[src/axil_sram_macros.svh]
`ifndef AXIL_SRAM_MACROS_SVH
`define AXIL_SRAM_MACROS_SVH

// byte address width on the AXI-Lite side
`define AXIL_ADDR_WIDTH 10

// data width shared by both sides of the bridge
`define AXIL_DATA_WIDTH 32

// word address width of the SRAM
// this is the byte address width less the byte-lane bits
`define SRAM_DEPTH_LOG2 8

// number of byte lanes in one data word
`define AXIL_STRB_WIDTH (`AXIL_DATA_WIDTH / 8)

`endif

[src/sram_pkg.sv]
`default_nettype none

`include "axil_sram_macros.svh"

package sram_pkg;

  typedef logic [`SRAM_DEPTH_LOG2-1:0] sram_addr_t;
  typedef logic [`AXIL_DATA_WIDTH-1:0] sram_data_t;
  typedef logic [`AXIL_STRB_WIDTH-1:0] sram_be_t;

  // number of words the word address can reach
  localparam int SRAM_DEPTH = 2 ** `SRAM_DEPTH_LOG2;

  // bits dropped when a byte address becomes a word address
  localparam int SRAM_ADDR_SHIFT = `AXIL_ADDR_WIDTH - `SRAM_DEPTH_LOG2;

endpackage

`default_nettype wire

[src/sram_port_arbiter.sv]
`timescale 1ns/1ps
`default_nettype none

// shares the single SRAM port between the read and write adapters
module sram_port_arbiter (
  input  logic                   clk,
  input  logic                   rst_n,

  input  logic                   rd_cmd_valid,
  output logic                   rd_cmd_ready,
  input  sram_pkg::sram_addr_t   rd_cmd_addr,

  input  logic                   wr_cmd_valid,
  output logic                   wr_cmd_ready,
  input  sram_pkg::sram_addr_t   wr_cmd_addr,
  input  sram_pkg::sram_data_t   wr_cmd_data,
  input  sram_pkg::sram_be_t     wr_cmd_be,

  output logic                   cmd_valid,
  input  logic                   cmd_ready,
  output logic                   cmd_write,
  output sram_pkg::sram_addr_t   cmd_addr,
  output sram_pkg::sram_data_t   cmd_data,
  output sram_pkg::sram_be_t     cmd_be
);
  // last_wr remembers which side was granted most recently
  logic last_wr;
  // hold is set while a granted command is still waiting for cmd_ready
  logic hold;
  logic grant_wr;

  always_comb begin
    if (hold) begin
      grant_wr = last_wr;
    end else if (rd_cmd_valid && wr_cmd_valid) begin
      grant_wr = !last_wr;
    end else begin
      grant_wr = wr_cmd_valid;
    end
  end

  assign cmd_valid    = grant_wr ? wr_cmd_valid : rd_cmd_valid;
  assign cmd_write    = grant_wr;
  assign cmd_addr     = grant_wr ? wr_cmd_addr : rd_cmd_addr;
  assign cmd_data     = wr_cmd_data;
  // byte enables mean nothing on a read, keep them quiet
  assign cmd_be       = grant_wr ? wr_cmd_be : '0;

  assign rd_cmd_ready = cmd_ready && !grant_wr;
  assign wr_cmd_ready = cmd_ready && grant_wr;

  always_ff @(posedge clk) begin
    if (!rst_n) begin
      last_wr <= 1'b0;
      hold    <= 1'b0;
    end else if (cmd_valid) begin
      last_wr <= grant_wr;
      hold    <= !cmd_ready;
    end else begin
      hold <= 1'b0;
    end
  end

endmodule

`default_nettype wire

[config.mk]
export PLATFORM = sky130hd
export DESIGN_NAME = sram_port_arbiter
export DESIGN_NICKNAME = d
export VERILOG_FILES = /design/src/sram_pkg.sv /design/src/sram_port_arbiter.sv
export VERILOG_INCLUDE_DIRS = /design/src /design/src/src
export SDC_FILE = /design/constraint.sdc
export NUM_CORES = 1
export LEC_CHECK = 0
export BUFFER_PORTS_ARGS = -buffer_cell sky130_fd_sc_hd__buf_2
export CORE_MARGIN = 4
export CORE_UTILIZATION = 32
export CTS_BUF_LIST = sky130_fd_sc_hd__clkbuf_2 sky130_fd_sc_hd__clkbuf_4 sky130_fd_sc_hd__clkbuf_8
export CTS_CLUSTER_DIAMETER = 60
export DETAILED_ROUTE_END_ITERATION = 7
export PLACE_DENSITY = 0.88
export SKIP_CTS_REPAIR_TIMING = 1
export SYNTH_ARGS = -nofsm -noshare
export SYNTH_HDL_FRONTEND = slang
export SYNTH_SLANG_ARGS = --single-unit
[constraint.sdc]
create_clock -name clk -period 1.7 [get_ports clk]
set_input_delay 0.085 -clock clk [delete_from_list [all_inputs] [get_ports clk]]
set_output_delay 0.085 -clock clk [all_outputs]
set_load 0.05 [all_outputs]
==> Yosys cells after proc, flatten, opt, wreduce, memory -nomap -nowiden <==
Index checks and enable logic that the tools add are counted.
{ "classes": {"mux": 5, "reduce_logical": 7} }
{ "op_table": {"columns": ["operator", "n"], "rows": [
  ["$mux 8", 1],
  ["$mux 4", 1],
  ["$logic_and 1x1->1", 3],
  ["$logic_not 1->1", 3],
  ["$mux 1", 3],
  ["$reduce_and 2->1", 1]
]} }
{ "word_totals": {"reg_bits": 2, "input_bits": 57, "output_inout_bits": 48, "wordCells": 14} }

==> Longest topological paths before layout <==
Gate-level depths: netlist of the first run.
{ "depth": {"word_depth": 5, "mapped_depth": 4, "ltp_nobuf": 3} }

==> Worst setup path before layout of the first run <==
OpenSTA, ideal clock, no wires.
{ "synth_timing": {"path_kind": "reg-to-output", "startpoint": "reg last_wr", "endpoint": "out cmd_be[0]", "t_arrival_ns": 1.448, "required_ns": 1.615, "setup_slack_ns": 0.167, "stages_incl_launch_ff": 4, "n_path_buf": 0, "path_cell_list": "dfxtp_1 a21boi_2 mux2i_2 nor2b_1"} }
{ "synth_between": {"elab_chain_cells": 4} }
{ "synth_lines": {"columns": ["element", "line_no", "rtl"], "rows": [
  ["start: declaration", "sram_port_arbiter.sv:27", "logic last_wr;"],
  ["start signal: assignment", "sram_port_arbiter.sv:57", "last_wr <= grant_wr;"],
  ["$logic_not 1->1", "sram_port_arbiter.sv:36", "grant_wr = !last_wr;"],
  ["$mux 1", "sram_port_arbiter.sv:35", "end else if (rd_cmd_valid && wr_cmd_valid) begin"],
  ["$mux 1 (*)", "sram_port_arbiter.sv:33", "if (hold) begin"],
  ["$mux 4 (*)", "sram_port_arbiter.sv:47", "assign cmd_be = grant_wr ? wr_cmd_be : '0;"],
  ["end: declaration", "sram_port_arbiter.sv:24", "output sram_pkg::sram_be_t cmd_be"]
]} }
Every way passes the cells marked *; elsewhere a longest branch is shown, timed or not.

==> Worst setup path after layout of the first run <==
{ "layout_timing": {"startpoint": "reg hold", "endpoint": "out cmd_addr[7]"} }
{ "layout_between": {"elab_chain_cells": 2} }
{ "layout_lines": {"columns": ["element", "line_no", "rtl"], "rows": [
  ["start: declaration", "sram_port_arbiter.sv:29", "logic hold;"],
  ["start signal: assignment", "sram_port_arbiter.sv:58", "hold <= !cmd_ready;"],
  ["$mux 1", "sram_port_arbiter.sv:33", null],
  ["$mux 8", "sram_port_arbiter.sv:44", "assign cmd_addr = grant_wr ? wr_cmd_addr : rd_cmd_addr;"],
  ["end: declaration", "sram_port_arbiter.sv:22", "output sram_pkg::sram_addr_t cmd_addr,"]
]} }
Every way passes these cells.

==> results_dict.tcl, run 1 <==
set metrics [dict create \
    status "finished clean" \
    die_area_um2 2943 \
    critPathCapture "cmd_addr[7]" \
    finalHoldViolations 0 \
    syn_inst 90 \
    drv_cap 0 \
    yosysMostFrequentCell "buf_4" \
    grt_pass1_wl_um 2835 \
    stdcell_count 130 \
    path_clk_slew_ns 0.03 \
    initial_core_util_pct 34.19 \
    fillCellCount 232 \
    clock_skew_ns 0.005550 \
    timing.fmax_mhz 635.5 \
    place_inst 127 \
    finalSetupViolCount 0 \
    cts-root-buf "clkbuf_4" \
    wirelength_um 1785 \
    ys_ff_latch 2 \
    synth_top_cell_area_share_pct 37.29 \
    arrival_ns 1.49 \
    dp_hpwl_um 1449 \
    drive_gt1_share_pct 58.25 \
    cp-start-kind "flip-flop" \
    p_comb_share_pct 68.3 \
    max-slew-margin-rel_pct 82.31 \
    reg2reg_depth 3 \
    die_w_um 54.25 \
    drv_slew 0 \
    die_h_um 54.25 \
    max-clock-path-buffers 2 \
    insertedDiodeCount 0 \
    ant_nets 0 \
    crit_type "reg -> out" \
    area_growth_pct 7.496 \
    antenna_found_initial 0 \
    avgSynthCellArea_um2 7.605 \
    path_max_fanout 5 \
    ys.warnings.count 0 \
    firstDrtPassIters 4 \
    layout_min_cycle_time_ns 1.574 \
    synth_top_cell_by_area "buf_4" \
    synth-edff-count 0 \
    finalWeightedCongestion 0.7809 \
    finalCritPeriodShare_pct 92.56 \
    p_clk_share_pct 21.3 \
    hp-start "cmd_ready" \
    drt-initial-drc-count 11 \
    timing.rr.end "hold" \
    p_leak_nw 0.3848 \
    core_um2 2002 \
    insertion_delay_ns 0.23 \
    grt_overflow_total 0 \
    seq_power_share_pct 10.4 \
    reg2reg_from "hold" \
    cp-startpoint "hold" \
    ys.flop_type "dfxtp_1" \
    end_kind "primary output" \
    regArea_um2 40.04 \
    yosysSeqAreaShare_pct 5.850 \
    syn_area_um2 684.4 \
    vias 666 \
    synth.top_cells.by_area "buf_4, o221a_2, a2bb2oi_1" \
    p_int_mw 0.2515 \
    cts-buffers-inserted 3 \
    sw_frac_of_total_pct 51.57 \
    hp-class "in -> reg" \
    async_reset_ff_share_pct 0 \
    worst_pin_slew_ns 0.2647 \
    ir_drop_mv 0.3858 \
    cts_sinks 2 \
    netlist_top_cells_count "buf_4, inv_1, a2bb2oi_1, or3_1, o221a_2" \
    io_pins 105 \
    multi_input_area_um2 360.3 \
    wire_per_inst_um 13.73 \
    cp_data_required_time_ns 1.62 \
    num_rows 16 \
    remaining_drc_errors 0 \
    power_density_nw_per_um2 705.9 \
    portBuffers 40 \
    p_sw_mw 0.2678 \
    grt_usage_pct 12.80 \
    whs_ns 0.04678 \
    fin_nets 162 \
    r2r_setup_slack_ns 0.65 \
    h-tree-depth 1 \
    grt_max_degree 16 \
    vias_per_cell 5.123 \
    cts_tree "built" \
    syn-num-nets 147 \
    grt_pass1_vias 659 \
    synth_cell_types 22 \
]
## through the flow
stage            TNS, ns  worst slack [ns]  utilization, %  power, mW  area, um2
2_1_floorplan          0            0.1670               -     0.5150      684.4
3_3_place_gp           0            0.3377           34.88     0.3978      698.2
3_5_place_dp           0            0.2793           34.88     0.4051      698.2
4_1_cts                0           0.03499           36.00     0.5192      720.7
5_1_grt        -0.002729         -0.002729           36.75     0.5581      735.7
6_report               0            0.1265           36.75     0.5193      735.7
## worst max-delay path: stages, from the launching register on
cell and delay (ns):
dfxtp_1 0.34, nand2b_1 0.13, buf_4 0.14, a2bb2oi_1 0.19, o221a_2 0.20, buf_2 0.25
## worst min path at each step
stage | endpoint | slack (ns) | cells past startpoint
detailed placement | cmd_data[14] | 0.17 | 0
global route | hold | 0.04 | 2
CTS | hold | 0.04 | 2
global placement | cmd_data[14] | 0.17 | 0
floorplan | hold | 0.16 | 1
finish | hold | 0.05 | 2
## power groups by stage
stage	combinational, mW	sequential [mW]	clock [mW]
after floorplan	0.459	0.0556	0
after global placement	0.344	0.0534	0
after detailed placement	0.351	0.0539	0
after CTS	0.352	0.0532	0.114
after global routing	0.378	0.0545	0.126
final	0.355	0.0538	0.111
## cell families (layout without fill, tap and decap cells)
group | after synthesis | count (layout) | synth area share, %
simple gates | 23 | 23 | 21.39
mux | 1 | 1 | 2.011
flops | 2 | 2 | 5.850
compound gates | 19 | 19 | 27.06
buf+inv | 45 | 58 | 43.69
## metal layers
metal	vias up	GRT usage, %	wire length [um]
met5	-	0	0
met4	0	9.544	50
met3	16	4.905	221
met2	49	20.12	845
met1	292	13.80	668
li1	309	-	-
## sequential cells by signal, summed over array words and instances (netlist names)
register,count
hold,1
last_wr,1
## cell type report
cell class | instances | share of cell area, %
flip-flops and latches | 2 | 5.442
well taps | 27 | 4.592
inverters | 9 | 4.592
clock buffers | 3 | 3.061
multi-input cells | 43 | 48.98
repair buffers | 46 | 33.33
## cell usage in the layout, fill, tap and decap left out
| cell | count |
|---|---|
| nor4b_1 | 1 |
| o21ai_4 | 1 |
| or3_1 | 8 |
| nor2_1 | 1 |
| dfxtp_1 | 2 |
| nor2b_1 | 6 |
| buf_4 | 6 |
| buf_2 | 40 |
| a21boi_4 | 1 |
| nand2_1 | 1 |
| nand2b_2 | 1 |
| o221a_2 | 7 |
| and2_1 | 1 |
| inv_1 | 9 |
| nand3b_1 | 1 |
| a2bb2oi_1 | 8 |
| and3_1 | 1 |
| nand2b_1 | 1 |
| a21oi_1 | 1 |
| nor3b_1 | 1 |
| o221a_1 | 1 |
| mux2i_2 | 1 |
| clkbuf_4 | 3 |
Note: power is estimated with default switching activity, not from simulation.
==> run 2, diff against run 1 <==
--- a/config.mk
+++ b/config.mk
@@ -12,7 +12,7 @@
 export CTS_BUF_LIST = sky130_fd_sc_hd__clkbuf_2 sky130_fd_sc_hd__clkbuf_4 sky130_fd_sc_hd__clkbuf_8
 export CTS_CLUSTER_DIAMETER = 60
 export DETAILED_ROUTE_END_ITERATION = 7
-export PLACE_DENSITY = 0.88
+export PLACE_DENSITY = 0.89
 export SKIP_CTS_REPAIR_TIMING = 1
 export SYNTH_ARGS = -nofsm -noshare
 export SYNTH_HDL_FRONTEND = slang
==> results_dict.tcl, run 2 (synthesis gave the netlist of run 1 again) <==
set metrics [dict create \
    die_w_um 54.25 \
    grt_usage_pct 10.54 \
    finalWeightedCongestion 0.6496 \
    grt_overflow_total 0 \
    timing.fmax_mhz 616.4 \
    drive_gt1_share_pct 57.00 \
    h-tree-depth 1 \
    insertedDiodeCount 0 \
    wire_per_inst_um 13.49 \
    cts_sinks 2 \
    fin_nets 159 \
    hold-path-cell-count 2 \
    drt-initial-drc-count 13 \
    grt_pass1_wl_um 2304 \
    cts_tree "built" \
    finalSetupViolCount 0 \
    total_power_mw 0.5114 \
    fillCellCount 220 \
    cp-startpoint "hold" \
    cts-buffers-inserted 3 \
    power_density_nw_per_um2 695.2 \
    antenna_found_initial 0 \
    max-slew-margin-rel_pct 74.62 \
    remaining_drc_errors 0 \
    cp_data_required_time_ns 1.62 \
    wirelength_um 1713 \
    clock_skew_ns 0.0009817 \
    ant_nets 0 \
    status "finished clean" \
    reg2reg_from "last_wr" \
    stdcell_count 127 \
    finalHoldViolations 0 \
    dp_hpwl_um 1416 \
    r2r_setup_slack_ns 0.65 \
    io_pins 105 \
    vias 634 \
    worst_pin_slew_ns 0.3732 \
    final_common_cell "buf_2" \
    timing.rr.end "hold" \
    reg2reg_depth 3 \
    cp-start-kind "flip-flop" \
    mostFrequentLayoutCells "buf_2, inv_1, a2bb2oi_1, or3_1" \
    dp_slack_ns 0.2163 \
    core_um2 2002 \
    grt_pass1_vias 593 \
    reg_top3 "hold x1, last_wr x1" \
    end_kind "primary output" \
    place_inst 124 \
    vias_per_cell 4.992 \
    postLayoutCoreUtil_pct 36.75 \
    place_area_um2 688.2 \
    setup_tns_ns 0 \
    grt_max_degree 18 \
    final_area_um2 735.7 \
    finalCritPeriodShare_pct 95.43 \
    num_rows 16 \
    firstDrtPassIters 4 \
    ir_drop_mv 0.3485 \
    layout_min_cycle_time_ns 1.622 \
    hp-start "cmd_ready" \
    portBuffers 40 \
    area_growth_pct 7.496 \
    max-clock-path-buffers 2 \
    p_leak_nw 0.3787 \
    rsz0062_at_grt "yes" \
    setup_ws_ns 0.07777 \
    crit_type "reg -> out" \
    cts-root-buf "clkbuf_4" \
    drv_cap 0 \
    die_h_um 54.25 \
    insertion_delay_ns 0.22 \
    whs_ns 0.06070 \
    arrival_ns 1.54 \
    path_max_fanout 9 \
    die_area_um2 2943 \
    initial_core_util_pct 34.19 \
    drv_slew 0 \
    hp-class "in -> reg" \
    path_clk_slew_ns 0.03 \
    whs_endpoint "hold" \
]
[run 2: changes by cell type in the layout (fill, tap and decap cells not counted), sizes merged]
cell and delta:
clkbuf +4, buf -7
[run 2: worst max path at each step]
stage,end,slack (ns),cells after the start
finish,cmd_addr[4],0.08,5
global route,rd_cmd_ready,-0.02,4
CTS,cmd_addr[6],-0.03,4
detailed placement,cmd_addr[7],0.22,4
global placement,cmd_addr[6],0.28,4
floorplan,cmd_be[0],0.17,3
[run 2: cell type report]
class                           count  area [um2]  share of cell area (%)
Sequential cell                     2       40.04                   5.442
Multi-Input combinational cell     43       360.3                   48.98
Clock buffer                        3       22.52                   3.061
Inverter                            9       33.78                   4.592
Tap cell                           27       33.78                   4.592
Timing Repair Buffer               43       245.2                   33.33
[run 2: layer usage]
layer	vias up	track usage, %	part of all wire, %
met1	279	11.69	37
met3	2	1.907	14
met5	-	0	0
met2	50	18.92	48
li1	303	-	-
met4	0	5.394	0.29
[run 2: power by group]
part	internal (mW)	total [mW]	switching [mW]	leakage (nW)
combinational	0.126	0.353	0.227	0.348
sequential	0.0509	0.0551	0.00421	0.0166
clock	0.0777	0.103	0.0257	0.0138
total	0.254	0.511	0.257	0.379
[run 2: worst max-delay path: stages (launching register included)]
cell and delay (ns):
dfxtp_1 0.40, nand2b_1 0.18, buf_12 0.13, a2bb2oi_1 0.16, o221a_2 0.19, buf_2 0.25
==> run 3, diff against run 2 <==
--- a/config.mk
+++ b/config.mk
@@ -6,9 +6,10 @@
 export SDC_FILE = /design/constraint.sdc
 export NUM_CORES = 1
 export LEC_CHECK = 0
+export ABC_AREA = 1
 export BUFFER_PORTS_ARGS = -buffer_cell sky130_fd_sc_hd__buf_2
 export CORE_MARGIN = 4
-export CORE_UTILIZATION = 32
+export CORE_UTILIZATION = 28
 export CTS_BUF_LIST = sky130_fd_sc_hd__clkbuf_2 sky130_fd_sc_hd__clkbuf_4 sky130_fd_sc_hd__clkbuf_8
 export CTS_CLUSTER_DIAMETER = 60
 export DETAILED_ROUTE_END_ITERATION = 7
==> results_dict.tcl, run 3 <==
set metrics [dict create \
    h-tree-depth 1 \
    firstDrtPassIters 1 \
    avgSynthCellArea_um2 6.403 \
    crit_type "reg -> out" \
    clock_skew_ns 0.003321 \
    syn_inst 85 \
    insertedDiodeCount 0 \
    ys_ff_latch 2 \
    syn-num-nets 142 \
    insertion_delay_ns 0.22 \
    initial_core_util_pct 30.53 \
    yosysMostFrequentCell "buf_4" \
    whs_ns 0.1008 \
    synth-edff-count 0 \
    grt_pass1_wl_um 2194 \
    synth_top_cell_area_share_pct 44.14 \
    drv_slew 0 \
    power_density_nw_per_um2 794.3 \
    cp-start-kind "flip-flop" \
    fin_nets 153 \
    dp_slack_ns 0.4708 \
    setup_ws_ns 0.2451 \
    arrival_ns 1.37 \
    path_max_fanout 13 \
    final_area_um2 529.3 \
    path_cells "nand2_1 > nand3_2 > nand2_4 > inv_4 > nand2_2 > nand2_2 > buf_2" \
    path_clk_slew_ns 0.03 \
    wire_per_inst_um 13.94 \
    status "finished clean" \
    max-clock-path-buffers 2 \
    grt_usage_pct 11.64 \
    cts-root-buf "clkbuf_4" \
    slowest_delay_ns 0.33 \
    grt_max_degree 14 \
    netlist_top_cells_count "buf_4, nand2_1, nand2_2, inv_1, nor2_1" \
    finalWeightedCongestion 0.6112 \
    drt-initial-drc-count 0 \
    dp_hpwl_um 1468 \
    grt_pass1_vias 493 \
    final_common_cell "buf_2" \
    cp_data_required_time_ns 1.62 \
    syn_area_um2 544.3 \
    end_kind "primary output" \
    yosysSeqAreaShare_pct 7.356 \
    finalHoldViolations 0 \
    place_area_um2 506.7 \
    cpMostUsedCell "nand2_2" \
    reg_top3 "hold x1, last_wr x1" \
    cts-buffers-inserted 3 \
    worst_pin_slew_ns 0.2545 \
    die_h_um 52.09 \
    finalCritPeriodShare_pct 85.58 \
    setup_tns_ns 0 \
    rsz0062_at_grt "no" \
    timing.fmax_mhz 687.3 \
    io_pins 105 \
    grt_overflow_total 0 \
    num_rows 15 \
    async_reset_ff_share_pct 0 \
    synth_top_cell_by_area "buf_4" \
    vias 494 \
    drv_cap 0 \
    vias_per_cell 4.151 \
    ys.flop_type "dfxtp_1" \
    ir_drop_mv 0.2140 \
    layout_min_cycle_time_ns 1.455 \
    drive_gt1_share_pct 60.64 \
    wirelength_um 1659 \
    finalSetupViolCount 0 \
    p_leak_nw 0.3475 \
    max-slew-margin-rel_pct 83.15 \
    portBuffers 40 \
    hp-class "in -> reg" \
    cts_sinks 2 \
    antenna_found_initial 0 \
    ant_nets 0 \
    synth_cell_types 15 \
    die_area_um2 2713 \
    mostFrequentLayoutCells "buf_2, nand2_1, nand2_2" \
    synth.top_cells.by_area "buf_4, nand2_1, nand2_2" \
    die_w_um 52.09 \
    cpMaxStageDelayCell "dfxtp_1" \
    remaining_drc_errors 0 \
    cts_tree "built" \
    core_um2 1783 \
    area_growth_pct -2.759 \
    ys.warnings.count 0 \
]
-- run 3: cell types whose count changed after synthesis, sizes merged, moves of 2 or more --
cell     change
nand2b       -2
nor2b        -6
or3          -8
nand3        +2
nand2       +29
buf          -3
nor2         +5
o221a        -8
a2bb2oi      -8
-- run 3: per-stage QoR --
stage,power (mW),util (%),std cells
after global routing,0.4562,29.68,119
after CTS,0.4309,29.68,119
final,0.4204,29.68,119
after global placement,0.3157,28.42,116
after floorplan,0.4611,-,85
after detailed placement,0.3184,28.42,116
-- run 3: worst max-delay path: cells and delay by family, from the launching register on --
kind,cells,cell delay (ns)
flops,1,0.33
buf+inv,2,0.41
simple gates,5,0.39
-- run 3: power breakdown --
group / leakage, nW / switching, mW / internal (mW)
registers: 0.0165 / 0.00172 / 0.0505
logic: 0.317 / 0.196 / 0.0670
clock network: 0.0138 / 0.0269 / 0.0778
total: 0.347 / 0.225 / 0.195
-- run 3: cell type report --
cell class,count,area [um2]
inverters,8,32.53
multi-input cells,41,202.7
repair buffers,40,200.2
flip-flops and latches,2,40.04
well taps,25,31.28
fillers,213,1254
clock buffers,3,22.52
-- run 3: layer usage --
metal	global-route usage [%]	vias up	wire length (um)	part of all wire [%]
met3	8.596	2	365	22
li1	-	239	-	-
met2	25.31	55	912	55
met4	6.987	0	17	1.0
met1	4.949	198	365	22
met5	0	-	0	0
-- run 3: cells by family (layout without fill, tap and decap cells) --
| group | Yosys count | in the layout | share of synthesized area [%] |
|---|---|---|---|
| buffers and inverters | 42 | 51 | 55.40 |
| AO/OA/AOI/OAI | 2 | 2 | 1.839 |
| AND/OR/NAND/NOR | 39 | 39 | 35.40 |
| flip-flops | 2 | 2 | 7.357 |
-- run 3: final timing paths --
path	cells past startpoint	end	slack, ns	start
worst min register to register	3	last_wr	0.60	last_wr
worst max register to register	5	hold	0.78	hold
worst max-delay path	7	cmd_addr[3]	0.25	last_wr
worst min-delay path	3	last_wr	0.10	rst_n
