File: src/axil_sram_macros.svh
`ifndef AXIL_SRAM_MACROS_SVH
`define AXIL_SRAM_MACROS_SVH

// byte address width on the AXI-Lite side
`define AXIL_ADDR_WIDTH 10

// data width shared by both sides of the bridge
`define AXIL_DATA_WIDTH 32

// word address width of the SRAM
// this is the byte address width less the byte-lane bits
`define SRAM_DEPTH_LOG2 8

// number of byte lanes in one data word
`define AXIL_STRB_WIDTH (`AXIL_DATA_WIDTH / 8)

`endif

File: src/axil_pkg.sv
`default_nettype none

`include "axil_sram_macros.svh"

package axil_pkg;

  typedef logic [`AXIL_ADDR_WIDTH-1:0] axil_addr_t;
  typedef logic [`AXIL_DATA_WIDTH-1:0] axil_data_t;
  typedef logic [`AXIL_STRB_WIDTH-1:0] axil_strb_t;

  // response codes as carried on rresp and bresp
  typedef enum logic [1:0] {
    OKAY   = 2'b00,
    EXOKAY = 2'b01,
    SLVERR = 2'b10,
    DECERR = 2'b11
  } axil_resp_t;

  // low address bits that select a byte within a word
  localparam int AXIL_LSB = $clog2(`AXIL_STRB_WIDTH);

endpackage

`default_nettype wire

File: src/sram_pkg.sv
`default_nettype none

`include "axil_sram_macros.svh"

package sram_pkg;

  typedef logic [`SRAM_DEPTH_LOG2-1:0] sram_addr_t;
  typedef logic [`AXIL_DATA_WIDTH-1:0] sram_data_t;
  typedef logic [`AXIL_STRB_WIDTH-1:0] sram_be_t;

  // number of words the word address can reach
  localparam int SRAM_DEPTH = 2 ** `SRAM_DEPTH_LOG2;

  // bits dropped when a byte address becomes a word address
  localparam int SRAM_ADDR_SHIFT = `AXIL_ADDR_WIDTH - `SRAM_DEPTH_LOG2;

endpackage

`default_nettype wire

File: src/axil_sram_if_wr.sv
`timescale 1ns/1ps
`default_nettype none

// AW and W are captured separately, in either order, and then issued to the
// SRAM as one write command
module axil_sram_if_wr (
  input  logic                   clk,
  input  logic                   rst_n,

  input  logic                   awvalid,
  input  axil_pkg::axil_addr_t   awaddr,
  output logic                   awready,

  input  logic                   wvalid,
  input  axil_pkg::axil_data_t   wdata,
  input  axil_pkg::axil_strb_t   wstrb,
  output logic                   wready,

  output logic                   bvalid,
  output axil_pkg::axil_resp_t   bresp,
  input  logic                   bready,

  output logic                   wr_cmd_valid,
  input  logic                   wr_cmd_ready,
  output sram_pkg::sram_addr_t   wr_cmd_addr,
  output sram_pkg::sram_data_t   wr_cmd_data,
  output sram_pkg::sram_be_t     wr_cmd_be
);
  import axil_pkg::*;
  import sram_pkg::*;

  logic       aw_have;
  logic       w_have;
  logic       cmd_valid_q;
  logic       bvalid_q;
  sram_addr_t addr_q;
  sram_data_t data_q;
  sram_be_t   be_q;
  logic       aw_fire;
  logic       w_fire;
  logic       cmd_fire;
  logic       b_fire;
  logic       unused;

  // each have-flag stays set until B completes, which also refuses new
  // beats while the response is back-pressured
  assign awready  = !aw_have;
  assign wready   = !w_have;

  assign aw_fire  = awvalid && awready;
  assign w_fire   = wvalid && wready;
  assign cmd_fire = cmd_valid_q && wr_cmd_ready;
  assign b_fire   = bvalid_q && bready;

  always_ff @(posedge clk) begin
    if (!rst_n) begin
      aw_have     <= 1'b0;
      w_have      <= 1'b0;
      cmd_valid_q <= 1'b0;
      bvalid_q    <= 1'b0;
    end else begin
      if (aw_fire) begin
        aw_have <= 1'b1;
      end
      if (w_fire) begin
        w_have <= 1'b1;
      end

      // issue once both halves are held and nothing is already in flight
      if (aw_have && w_have && !cmd_valid_q && !bvalid_q) begin
        cmd_valid_q <= 1'b1;
      end else if (cmd_fire) begin
        cmd_valid_q <= 1'b0;
      end

      if (cmd_fire) begin
        bvalid_q <= 1'b1;
      end else if (b_fire) begin
        bvalid_q <= 1'b0;
        aw_have  <= 1'b0;
        w_have   <= 1'b0;
      end
    end
  end

  always_ff @(posedge clk) begin
    if (aw_fire) begin
      addr_q <= awaddr[$bits(awaddr)-1:AXIL_LSB];
    end
    if (w_fire) begin
      data_q <= wdata;
      be_q   <= wstrb;
    end
  end

  assign wr_cmd_valid = cmd_valid_q;
  assign wr_cmd_addr  = addr_q;
  assign wr_cmd_data  = data_q;
  assign wr_cmd_be    = be_q;

  assign bvalid = bvalid_q;
  assign bresp  = OKAY;

  // the lane bits of awaddr carry no meaning for a word-wide SRAM
  assign unused = &{1'b0, awaddr[AXIL_LSB-1:0]};

endmodule

`default_nettype wire

File: config.mk
export PLATFORM = sky130hd
export DESIGN_NAME = axil_sram_if_wr
export DESIGN_NICKNAME = d
export VERILOG_FILES = /design/src/axil_pkg.sv /design/src/sram_pkg.sv /design/src/axil_sram_if_wr.sv
export VERILOG_INCLUDE_DIRS = /design/src /design/src/src
export SDC_FILE = /design/constraint.sdc
export NUM_CORES = 1
export LEC_CHECK = 0
export CAP_MARGIN = 20
export CORE_MARGIN = 2
export CORE_UTILIZATION = 35
export DETAILED_ROUTE_END_ITERATION = 7
export DONT_BUFFER_PORTS = 1
export GPL_ROUTABILITY_DRIVEN = 0
export PLACE_DENSITY = 0.49
export SYNTH_ARGS = -nofsm -noshare
export SYNTH_HDL_FRONTEND = slang
export SYNTH_SLANG_ARGS = --single-unit
export TNS_END_PERCENT = 5
File: constraint.sdc
create_clock -name clk -period 2.4 [get_ports clk]
set_input_delay 0.24 -clock clk [delete_from_list [all_inputs] [get_ports clk]]
set_output_delay 0.24 -clock clk [all_outputs]
set_load 0.01 [all_outputs]
* After elaboration in Yosys (flattened, before gate mapping) *
Cells that the tools add are included.

word-level totals
  bits in registers = 48
  bits in latches = 0
  RAM bits = 0
  ROM bits = 0
  input port bits = 52
  output and inout port bits = 50
  logic and storage cells = 30
  memories kept = 0

cells by class
  add/subtract/negate cells = 0
  multipliers = 0
  div/mod/pow operators = 0
  $lt $le $gt $ge = 0
  equality and inequality tests = 0
  shifts and indexed selects = 0
  mux-type cells = 10
  bitwise logic cells = 0
  reduce and logical (&&, ||, !) cells = 13

operators by type and width
  cell                 number
  $mux W1              10
  $logic_and A1 B1 Y1  7
  $logic_not A1 Y1     4
  $reduce_bool A2 Y1   2

* Longest topological paths before layout *
Gate-level depths: netlist of run 1.

  word-level depth = 5
  gate-level depth with buffers = 2
  depth with buffers taken out = 2

* Worst setup path after synthesis of run 1 *
No wires, ideal clock.

  path type = flip-flop to flip-flop
  start point = reg w_have
  end point = reg be_q[0] (netlist: wr_cmd_be[0]) (enable)
  setup time = 394 ps
  arrival = 1228 ps
  required time = 2006 ps
  setup slack = 778 ps
  cell stages (with the launch flop) = 2
  buffers on the path = 0
  clock period less this slack = 1622 ps
  cell sequence = dfxtp_1 and2b_1

on the way
  word-level cells in the longest chain between the ends = 2

RTL lines
  what                      RTL line               text
  start: declaration        axil_sram_if_wr.sv:33  logic w_have;
  start signal: assignment  axil_sram_if_wr.sv:58  w_have <= 1'b0;
  start signal: assignment  axil_sram_if_wr.sv:66  w_have <= 1'b1;
  start signal: assignment  axil_sram_if_wr.sv:81  w_have <= 1'b0;
  $logic_not A1 Y1          axil_sram_if_wr.sv:48  assign wready = !w_have;
  $logic_and A1 B1 Y1       axil_sram_if_wr.sv:51  assign w_fire = wvalid && wready;
  via w_fire                axil_sram_if_wr.sv:40  logic w_fire;
  end signal: assignment    axil_sram_if_wr.sv:92  be_q <= wstrb;
  end: declaration          axil_sram_if_wr.sv:38  sram_be_t be_q;

The timed path passes the listed nets, and every way through them passes these cells.
A chain may end at the register's enable or synchronous reset.

* Worst setup path after layout of run 1 *
  start point = reg w_have
  end point = reg data_q[22] (netlist: wr_cmd_data[22]) (enable)

on the way
  word-level cells in the longest chain between the ends = 2

RTL lines
  what                    RTL line               text
  $logic_not A1 Y1        axil_sram_if_wr.sv:48
  $logic_and A1 B1 Y1     axil_sram_if_wr.sv:51
  via w_fire              axil_sram_if_wr.sv:40
  end signal: assignment  axil_sram_if_wr.sv:91  data_q <= wdata;
  end: declaration        axil_sram_if_wr.sv:37  sram_data_t data_q;

The timed path passes the listed nets, and every way through them passes these cells.

==> results of run 1 <==
critical path: cells and delay by family (launching register included):
kind,cells,cell delay (ns)
and+or+nand+nor,1,0.21
buffers and inverters,1,0.27
DFF,1,0.34
metrics by stage:
step | area (sq um) | hold WS, ns
finish | 1670 | 0.0398
CTS | 1670 | 0.0282
global route | 1670 | 0.0195
detailed placement | 1580 | 0.339
floorplan | 1520 | 0.339
global placement | 1580 | 0.339
synth_stat cells:
| cell type | number | share of area |
|---|---|---|
| edfxtp_1 | 44 | 0.87 |
| nand4bb_2 | 1 | 0.011 |
| nand2_2 | 1 | 0.0041 |
| and2b_1 | 2 | 0.0099 |
| a311oi_1 | 2 | 0.012 |
| a21oi_1 | 2 | 0.0066 |
| dfxtp_1 | 4 | 0.053 |
| buf_4 | 2 | 0.0099 |
| nor2_1 | 2 | 0.0050 |
| nand2b_1 | 2 | 0.0082 |
| inv_1 | 3 | 0.0074 |
| conb_1 | 1 | 0.0025 |
registers in the layout, summed over array words and instances (netlist names):
register and cells:
wr_cmd_data 32, bvalid 1, wr_cmd_valid 1, w_have 1, wr_cmd_be 4, aw_have 1, wr_cmd_addr 8
power by group:
part | total (mW) | switching, mW | internal [mW] | leakage, nW
registers | 1.01 | 0.0407 | 0.971 | 0.452
clock network | 0.444 | 0.241 | 0.204 | 0.0428
logic | 0.0342 | 0.0254 | 0.00889 | 0.0531
total | 1.49 | 0.307 | 1.18 | 0.548
logic make-up (layout without fill, tap and decap cells):
group / Yosys count / count (layout) / synth area share
flops: 48 / 48 / 0.924
simple gates: 8 / 8 / 0.0380
buf+inv: 5 / 13 / 0.0173
compound gates: 4 / 4 / 0.0182
other cells: 1 / 2 / 0.00247
worst max path at each step:
stage          slack [ns]         endpoint  cells past startpoint   start
2_1_floorplan        0.78     wr_cmd_be[0]                      1  w_have
3_3_place_gp         1.27  wr_cmd_data[20]                      2  w_have
3_5_place_dp         1.26  wr_cmd_data[20]                      2  w_have
4_1_cts              1.25  wr_cmd_data[22]                      2  w_have
5_1_grt              1.21  wr_cmd_data[22]                      2  w_have
6_report             1.27  wr_cmd_data[22]                      2  w_have
layer usage:
| metal | global-route usage | vias to the layer above | wire [microns] |
|---|---|---|---|
| met5 | 0 | - | 0 |
| met4 | 0.0620 | 0 | 38 |
| met3 | 0.0683 | 6 | 297 |
| met2 | 0.175 | 52 | 1420 |
| met1 | 0.0905 | 305 | 786 |
| li1 | - | 260 | - |
final cells by class:
type / count / area, sq um
Fill cell: 368 / 2420
Sequential cell: 48 / 1400
Multi-Input combinational cell: 14 / 92.6
Clock buffer: 6 / 72.6
Tap cell: 50 / 62.6
Timing Repair Buffer: 2 / 15.0
Clock inverter: 2 / 12.5
Inverter: 3 / 11.3
==> flow_metrics.tcl, run 1 <==
set metrics [dict create \
    status "finished, final reports clean" \
    setup_viol 0 \
    crit_fanout 20 \
    place_inst 117 \
    clkSinkCount 48 \
    layout_common_cells "44 x edfxtp_1, 5 x clkbuf_8, 4 x dfxtp_1" \
    hold_viol 0 \
    drv_cap 0 \
    layout.cells.non_filler 125 \
    chipWidth_microns 69.8 \
    cts_inserted_buffers 5 \
    synth.yosys.seq_area_share 0.924 \
    dr.pass1.iters 3 \
    postCtsHoldBufs 0 \
    grt_max_degree 21 \
    cts_setup_buffers 0 \
    period_needed_ns 1.13 \
    crit_path_end_kind "flip-flop" \
    p_leak_nw 0.548 \
    final_common_cell "edfxtp_1" \
    ys.warnings.count 0 \
    utilization 0.408 \
    fmax_ghz 0.882 \
    fin_total_pwr_mw 1.49 \
    drive_gt1_frac 0.133 \
    synthCells 66 \
    yosysUniqueCellTypes 12 \
    num_vias 623 \
    worst_hold_startpoint "wstrb[2]" \
    routed_wl_mm 2.54 \
    drc 0 \
    path_class "reg2reg" \
    std_cell_rows 23 \
    fin_nets 126 \
    rsz0062_at_grt "no" \
    grtUsageTotal 0.104 \
    start_util 0.371 \
    finClkSkew_ns 0.00926 \
    place_worst_setup_slack_ns 1.26 \
    dp_hpwl_mm 1.98 \
    clockBufferDepth 2 \
    drt_iter0_drc 14 \
    p_per_area_nw_per_um2 893 \
    antenna_found_initial 0 \
    syn-cell-area_sq_um 1520 \
    r2r_start "w_have" \
    crit_arrival_ns 1.11 \
    grt_pass1_vias 669 \
    syn_to_final_growth_pct 9.98 \
    slew_violations 0 \
    start_kind "flip-flop" \
    overflow 0 \
    dieArea_sq_um 4880 \
    cts_max_level 2 \
    numPortBuffers 0 \
    ys_seq_elements 48 \
    diodes 0 \
    post-route-period-util 0.472 \
    clk_pin_slew_worst_paths_ns 0.08 \
    holdPathStages 0 \
    hold_path_class "in2reg" \
    io_pins 102 \
    drtAntennaViolNets 0 \
    ir_worst_vdd_mv 0.314 \
    root_buffer "clkbuf_8" \
    finalWorstSetupSlack_ns 1.27 \
    grt_pass1_wl_mm 3.64 \
    required_ns 2.38 \
    die_h_microns 69.8 \
    insertion_delay_ns 0.29 \
    min_to "wr_cmd_be[2]" \
    max_stage_delay_ns 0.34 \
    worstPathCellList "and2b_1 > buf_4" \
    coreArea_sq_um 4090 \
    worst-r2r-setup-slack_ns 1.27 \
    r2r_end "wr_cmd_data[22]" \
    cts_tree "done" \
    post_drt_wl_per_cell_microns 20.3 \
    post_cts_resize_count 0 \
    final.setup.tns_ns 0 \
    via_per_inst 4.98 \
    syn_area_per_cell_sq_um 23.0 \
    cpMaxStageDelayCell "dfxtp_1" \
    rr_worst_depth 2 \
]
Power figures use the tool's default switching activity.
==> run 2: changes to the inputs <==
Clock period 2.4 ns to 1.2 ns, I/O delays scaled along.
==> run 2 against run 1 <==
Cell count rose by 38%. Wire length is 14% higher. Total power up 120%. Maximum frequency is 4.4% higher. Via count grew 27%. Non-clock buffer count grew 47. Largest power group unchanged. Global-route usage is 1.8 points higher. Critical path depth stayed put.
==> flow_metrics.tcl, run 2 (synthesis gave the netlist of run 1 again) <==
set metrics [dict create \
    cts_tree "done" \
    final.setup.tns_ns 0 \
    overflow 0 \
    rr_worst_depth 2 \
    rsz0062_at_grt "no" \
    path_class "reg2reg" \
    worst-r2r-setup-slack_ns 0.11 \
    num_vias 789 \
    std_cell_rows 23 \
    chipWidth_microns 69.8 \
    period_needed_ns 1.09 \
    pwr-share-comb 0.064 \
    hold_path_class "in2reg" \
    hold_viol 0 \
    drtAntennaViolNets 0 \
    switching_power_mw 0.638 \
    clk_pin_slew_worst_paths_ns 0.08 \
    grt_pass1_vias 860 \
    grt_max_degree 19 \
    r2r_start "w_have" \
    r2r_end "wr_cmd_data[29]" \
    diodes 0 \
    ir_worst_vdd_mv 0.904 \
    setup_viol 0 \
    io_pins 102 \
    required_ns 1.20 \
    clockBufferDepth 2 \
    crit_path_end_kind "flip-flop" \
    grt_pass1_wl_mm 4.34 \
    clkPwrFrac 0.326 \
    post-route-period-util 0.905 \
    status "finished, final reports clean" \
    cts_max_level 2 \
    routed_wl_mm 2.91 \
    largest_register_ffs 32 \
    fin_total_pwr_mw 3.32 \
    crit_arrival_ns 1.09 \
    via_per_inst 4.59 \
    insertion_delay_ns 0.29 \
    grtUsageTotal 0.122 \
    drive_gt1_frac 0.0902 \
    postCtsHoldBufs 47 \
    holdPathStages 2 \
    post_cts_resize_count 0 \
    fmax_ghz 0.920 \
    numPortBuffers 0 \
    p_sw_frac 0.192 \
    p_per_area_nw_per_um2 1520 \
    syn_to_final_growth_pct 44.2 \
    start_kind "flip-flop" \
    post_drt_wl_per_cell_microns 16.9 \
    die_h_microns 69.8 \
    drv_cap 0 \
    root_buffer "clkbuf_8" \
    p_leak_nw 0.763 \
    intPower_mw 2.68 \
    dieArea_sq_um 4880 \
    cts_inserted_buffers 5 \
    coreArea_sq_um 4090 \
    power_frac_seq 0.610 \
    finClkSkew_ns 0.00699 \
    cts_setup_buffers 0 \
    startpoint "w_have" \
    drt_iter0_drc 29 \
    crit_path_end "wr_cmd_data[29]" \
    crit_fanout 18 \
    final_common_cell "dlygate4sd3_1" \
    clkSinkCount 48 \
    dr.pass1.iters 4 \
    antenna_found_initial 0 \
    start_util 0.371 \
    layout_common_cells "47 x dlygate4sd3_1, 44 x edfxtp_1, 5 x clkbuf_8" \
    drc 0 \
    fin_nets 173 \
    slew_violations 0 \
]
==> run 2: cell count changes in the layout (fill, tap and decap cells not counted), sizes merged <==
cell         before  now
bufinv            0    1
clkbuf            6    5
dlygate4sd3       0   47
==> run 2: worst min path at each step <==
| stage | from | to | slack [ns] |
|---|---|---|---|
| after floorplan | awaddr[2] | wr_cmd_addr[0] | 0.22 |
| after global placement | wdata[2] | wr_cmd_data[2] | 0.22 |
| after detailed placement | wdata[31] | wr_cmd_data[31] | 0.22 |
| after CTS | bready | bvalid | 0.0007 |
| after global routing | bready | bvalid | 0.01 |
| final | bready | bvalid | 0.009 |
==> run 2: routing by layer <==
| metal | part of all wire | global-route usage |
|---|---|---|
| met1 | 0.33 | 0.114 |
| met2 | 0.57 | 0.220 |
| met3 | 0.091 | 0.0596 |
| met4 | 0.016 | 0.0577 |
| met5 | 0 | 0 |
==> run 2: area by class of cell <==
cell class | instances | area [sq um]
clock buffer | 5 | 68.8
clock inverter | 3 | 37.5
tap | 50 | 62.6
multi-input combinational | 14 | 95.1
fill | 341 | 1900
sequential | 48 | 1400
timing repair buffer | 49 | 510
inverter | 3 | 11.3
==> run 2: per-stage QoR <==
step	instance area, sq um	setup slack, ns	hold slack [ns]	cells	util
final	2190	0.113	0.00889	172	0.535
after global routing	2190	0.0546	0.0105	172	0.535
after CTS	2190	0.105	0.000661	172	0.535
after detailed placement	1610	0.120	0.219	117	0.394
after global placement	1610	0.136	0.219	117	0.394
after floorplan	1520	0.0289	0.219	67	-
==> run 2: worst max-delay path: stages (launching register included) <==
cell	delay [ns]
dfxtp_1	0.34
and2b_4	0.29
buf_12	0.16
==> run 2: power by group through the flow <==
| stage | registers (mW) | logic [mW] | clock network [mW] |
|---|---|---|---|
| 2_1_floorplan | 2.05 | 0.0574 | 0 |
| 3_5_place_dp | 2.07 | 0.0886 | 0 |
| 4_1_cts | 2.03 | 0.213 | 1.12 |
| 5_1_grt | 2.03 | 0.229 | 1.19 |
| 3_3_place_gp | 2.06 | 0.0849 | 0 |
| 6_report | 2.03 | 0.211 | 1.08 |
==> run 3: changes to the inputs <==
Settings changed: CORE_UTILIZATION 35 to 40, PLACE_DENSITY 0.49 to 0.54.
==> run 3 against run 2 <==
Register-to-register slack lost 0.02 ns. Clock power shrank 18%. Sequential power is essentially flat. Sequential cell count is the same. Hold slack gained 0.016 ns. Maximum frequency shrank 2.2%. Worst setup slack lost 0.024 ns. Largest cell class unchanged. Core utilization grew 5.7 points.
==> flow_metrics.tcl, run 3 (synthesis gave the netlist of run 1 again) <==
set metrics [dict create \
    path_class "reg2reg" \
    place_inst 115 \
    setup_viol 0 \
    met3_usage 0.0651 \
    hold_path_class "in2reg" \
    cp_top_family "flip-flops" \
    cts_inserted_buffers 5 \
    drive_gt1_frac 0.0968 \
    p_per_area_nw_per_um2 1440 \
    coreArea_sq_um 3660 \
    fmax_ghz 0.900 \
    worstPathCellList "and2b_4 > buf_4" \
    antenna_found_initial 0 \
    num_vias 786 \
    overflow 0 \
    drv_cap 0 \
    post_drt_wl_per_cell_microns 16.6 \
    finClkSkew_ns 0.00667 \
    max_stage_delay_ns 0.35 \
    cts_tree "done" \
    r2r_end "wr_cmd_data[6]" \
    largest_register_ffs 32 \
    crit_fanout 12 \
    rr_worst_depth 2 \
    final.setup.tns_ns 0 \
    clk_pin_slew_worst_paths_ns 0.08 \
    final_common_cell "dlygate4sd3_1" \
    std_cell_rows 22 \
    crit_buf_inv 1 \
    worst_hold_startpoint "wr_cmd_ready" \
    period_needed_ns 1.11 \
    startpoint "w_have" \
    min_to "wr_cmd_valid" \
    via_per_inst 4.57 \
    grt_pass1_wl_mm 4.09 \
    clockBufferDepth 2 \
    gr-max-usage-layer "met2" \
    io_pins 102 \
    holdPathStages 2 \
    status "finished, final reports clean" \
    drt_iter0_drc 60 \
    layout.cells.non_filler 172 \
    slew_violations 0 \
    start_kind "flip-flop" \
    p_leak_nw 0.759 \
    crit_path_end_kind "flip-flop" \
    grt_max_degree 25 \
    worst-r2r-setup-slack_ns 0.09 \
    drc 0 \
    cts_max_level 2 \
    grt_pass1_vias 835 \
    die_h_microns 65.6 \
    cpMaxStageDelayCell "dfxtp_1" \
    dieArea_sq_um 4300 \
    multiInputGateArea_sq_um 95.1 \
    start_util 0.414 \
    insertion_delay_ns 0.29 \
    layout_common_cells "49 x dlygate4sd3_1, 44 x edfxtp_1, 5 x clkbuf_8" \
    use_met1 0.144 \
    crit_cells 2 \
    r2r_start "w_have" \
    cts_setup_buffers 0 \
    diodes 0 \
    required_ns 1.20 \
    rsz0062_at_grt "no" \
    syn_to_final_growth_pct 43.0 \
    chipWidth_microns 65.6 \
    use_met2 0.222 \
    ir_worst_vdd_mv 0.796 \
    routed_wl_mm 2.86 \
    numPortBuffers 0 \
    post-route-period-util 0.926 \
    crit_arrival_ns 1.11 \
    dr.pass1.iters 3 \
    hold_viol 0 \
    register_area_sq_um 1400 \
    clkSinkCount 48 \
    drtAntennaViolNets 0 \
    fin_nets 175 \
    root_buffer "clkbuf_8" \
    grtUsageTotal 0.136 \
    post_cts_resize_count 0 \
    nFillCells 293 \
]
==> run 3: cell types whose count changed in the layout (fill, tap and decap cells not counted), sizes merged <==
cell and delta:
bufinv -1, clkinv +1, dlygate4sd3 +2
==> run 3: worst max path at each step <==
stage	to
5_1_grt	wr_cmd_data[23]
3_3_place_gp	wr_cmd_data[18]
6_report	wr_cmd_data[6]
4_1_cts	wr_cmd_data[25]
3_5_place_dp	wr_cmd_data[0]
2_1_floorplan	wr_cmd_be[0]
==> run 3: per-layer routing <==
| metal | wire (microns) | vias to the layer above |
|---|---|---|
| li1 | - | 358 |
| met1 | 1050 | 356 |
| met2 | 1460 | 67 |
| met3 | 310 | 5 |
| met4 | 44 | 0 |
| met5 | 0 | - |
==> run 3: layout make-up <==
| class | instances | area share |
|---|---|---|
| flip-flops and latches | 48 | 0.646 |
| repair buffers | 51 | 0.239 |
| inverters | 3 | 0.00519 |
| well taps | 48 | 0.0277 |
| multi-input cells | 14 | 0.0439 |
| clock inverters | 3 | 0.00635 |
| clock buffers | 5 | 0.0317 |
==> run 3: per-stage QoR <==
step / hold slack (ns) / total power [mW] / area, sq um / worst slack (ns) / util
final: 0.0248 / 3.11 / 2170 / 0.0891 / 0.592
after global routing: 0.0338 / 3.23 / 2170 / 0.0411 / 0.592
after CTS: 0.0105 / 3.16 / 2170 / 0.0826 / 0.592
after detailed placement: 0.219 / 2.14 / 1600 / 0.0930 / 0.436
after global placement: 0.219 / 2.14 / 1600 / 0.118 / 0.436
after floorplan: 0.219 / 2.11 / 1520 / 0.0289 / -
==> run 3: power by group <==
part	leakage, nW	total [mW]	internal [mW]	switching (mW)
Clock	0.0453	0.882	0.396	0.486
Combinational	0.262	0.208	0.132	0.0761
Sequential	0.452	2.03	1.94	0.0848
==> run 3: worst reg2reg max path: stages, from the launching register on <==
cell,delay [ns]
dfxtp_1,0.35
and2b_4,0.27
buf_4,0.20
==> run 3: repair_timing <==
item	CTS	global route
hold endpoints to repair	47	0
endpoints found under the setup margin	0	0
hold buffers	49	0
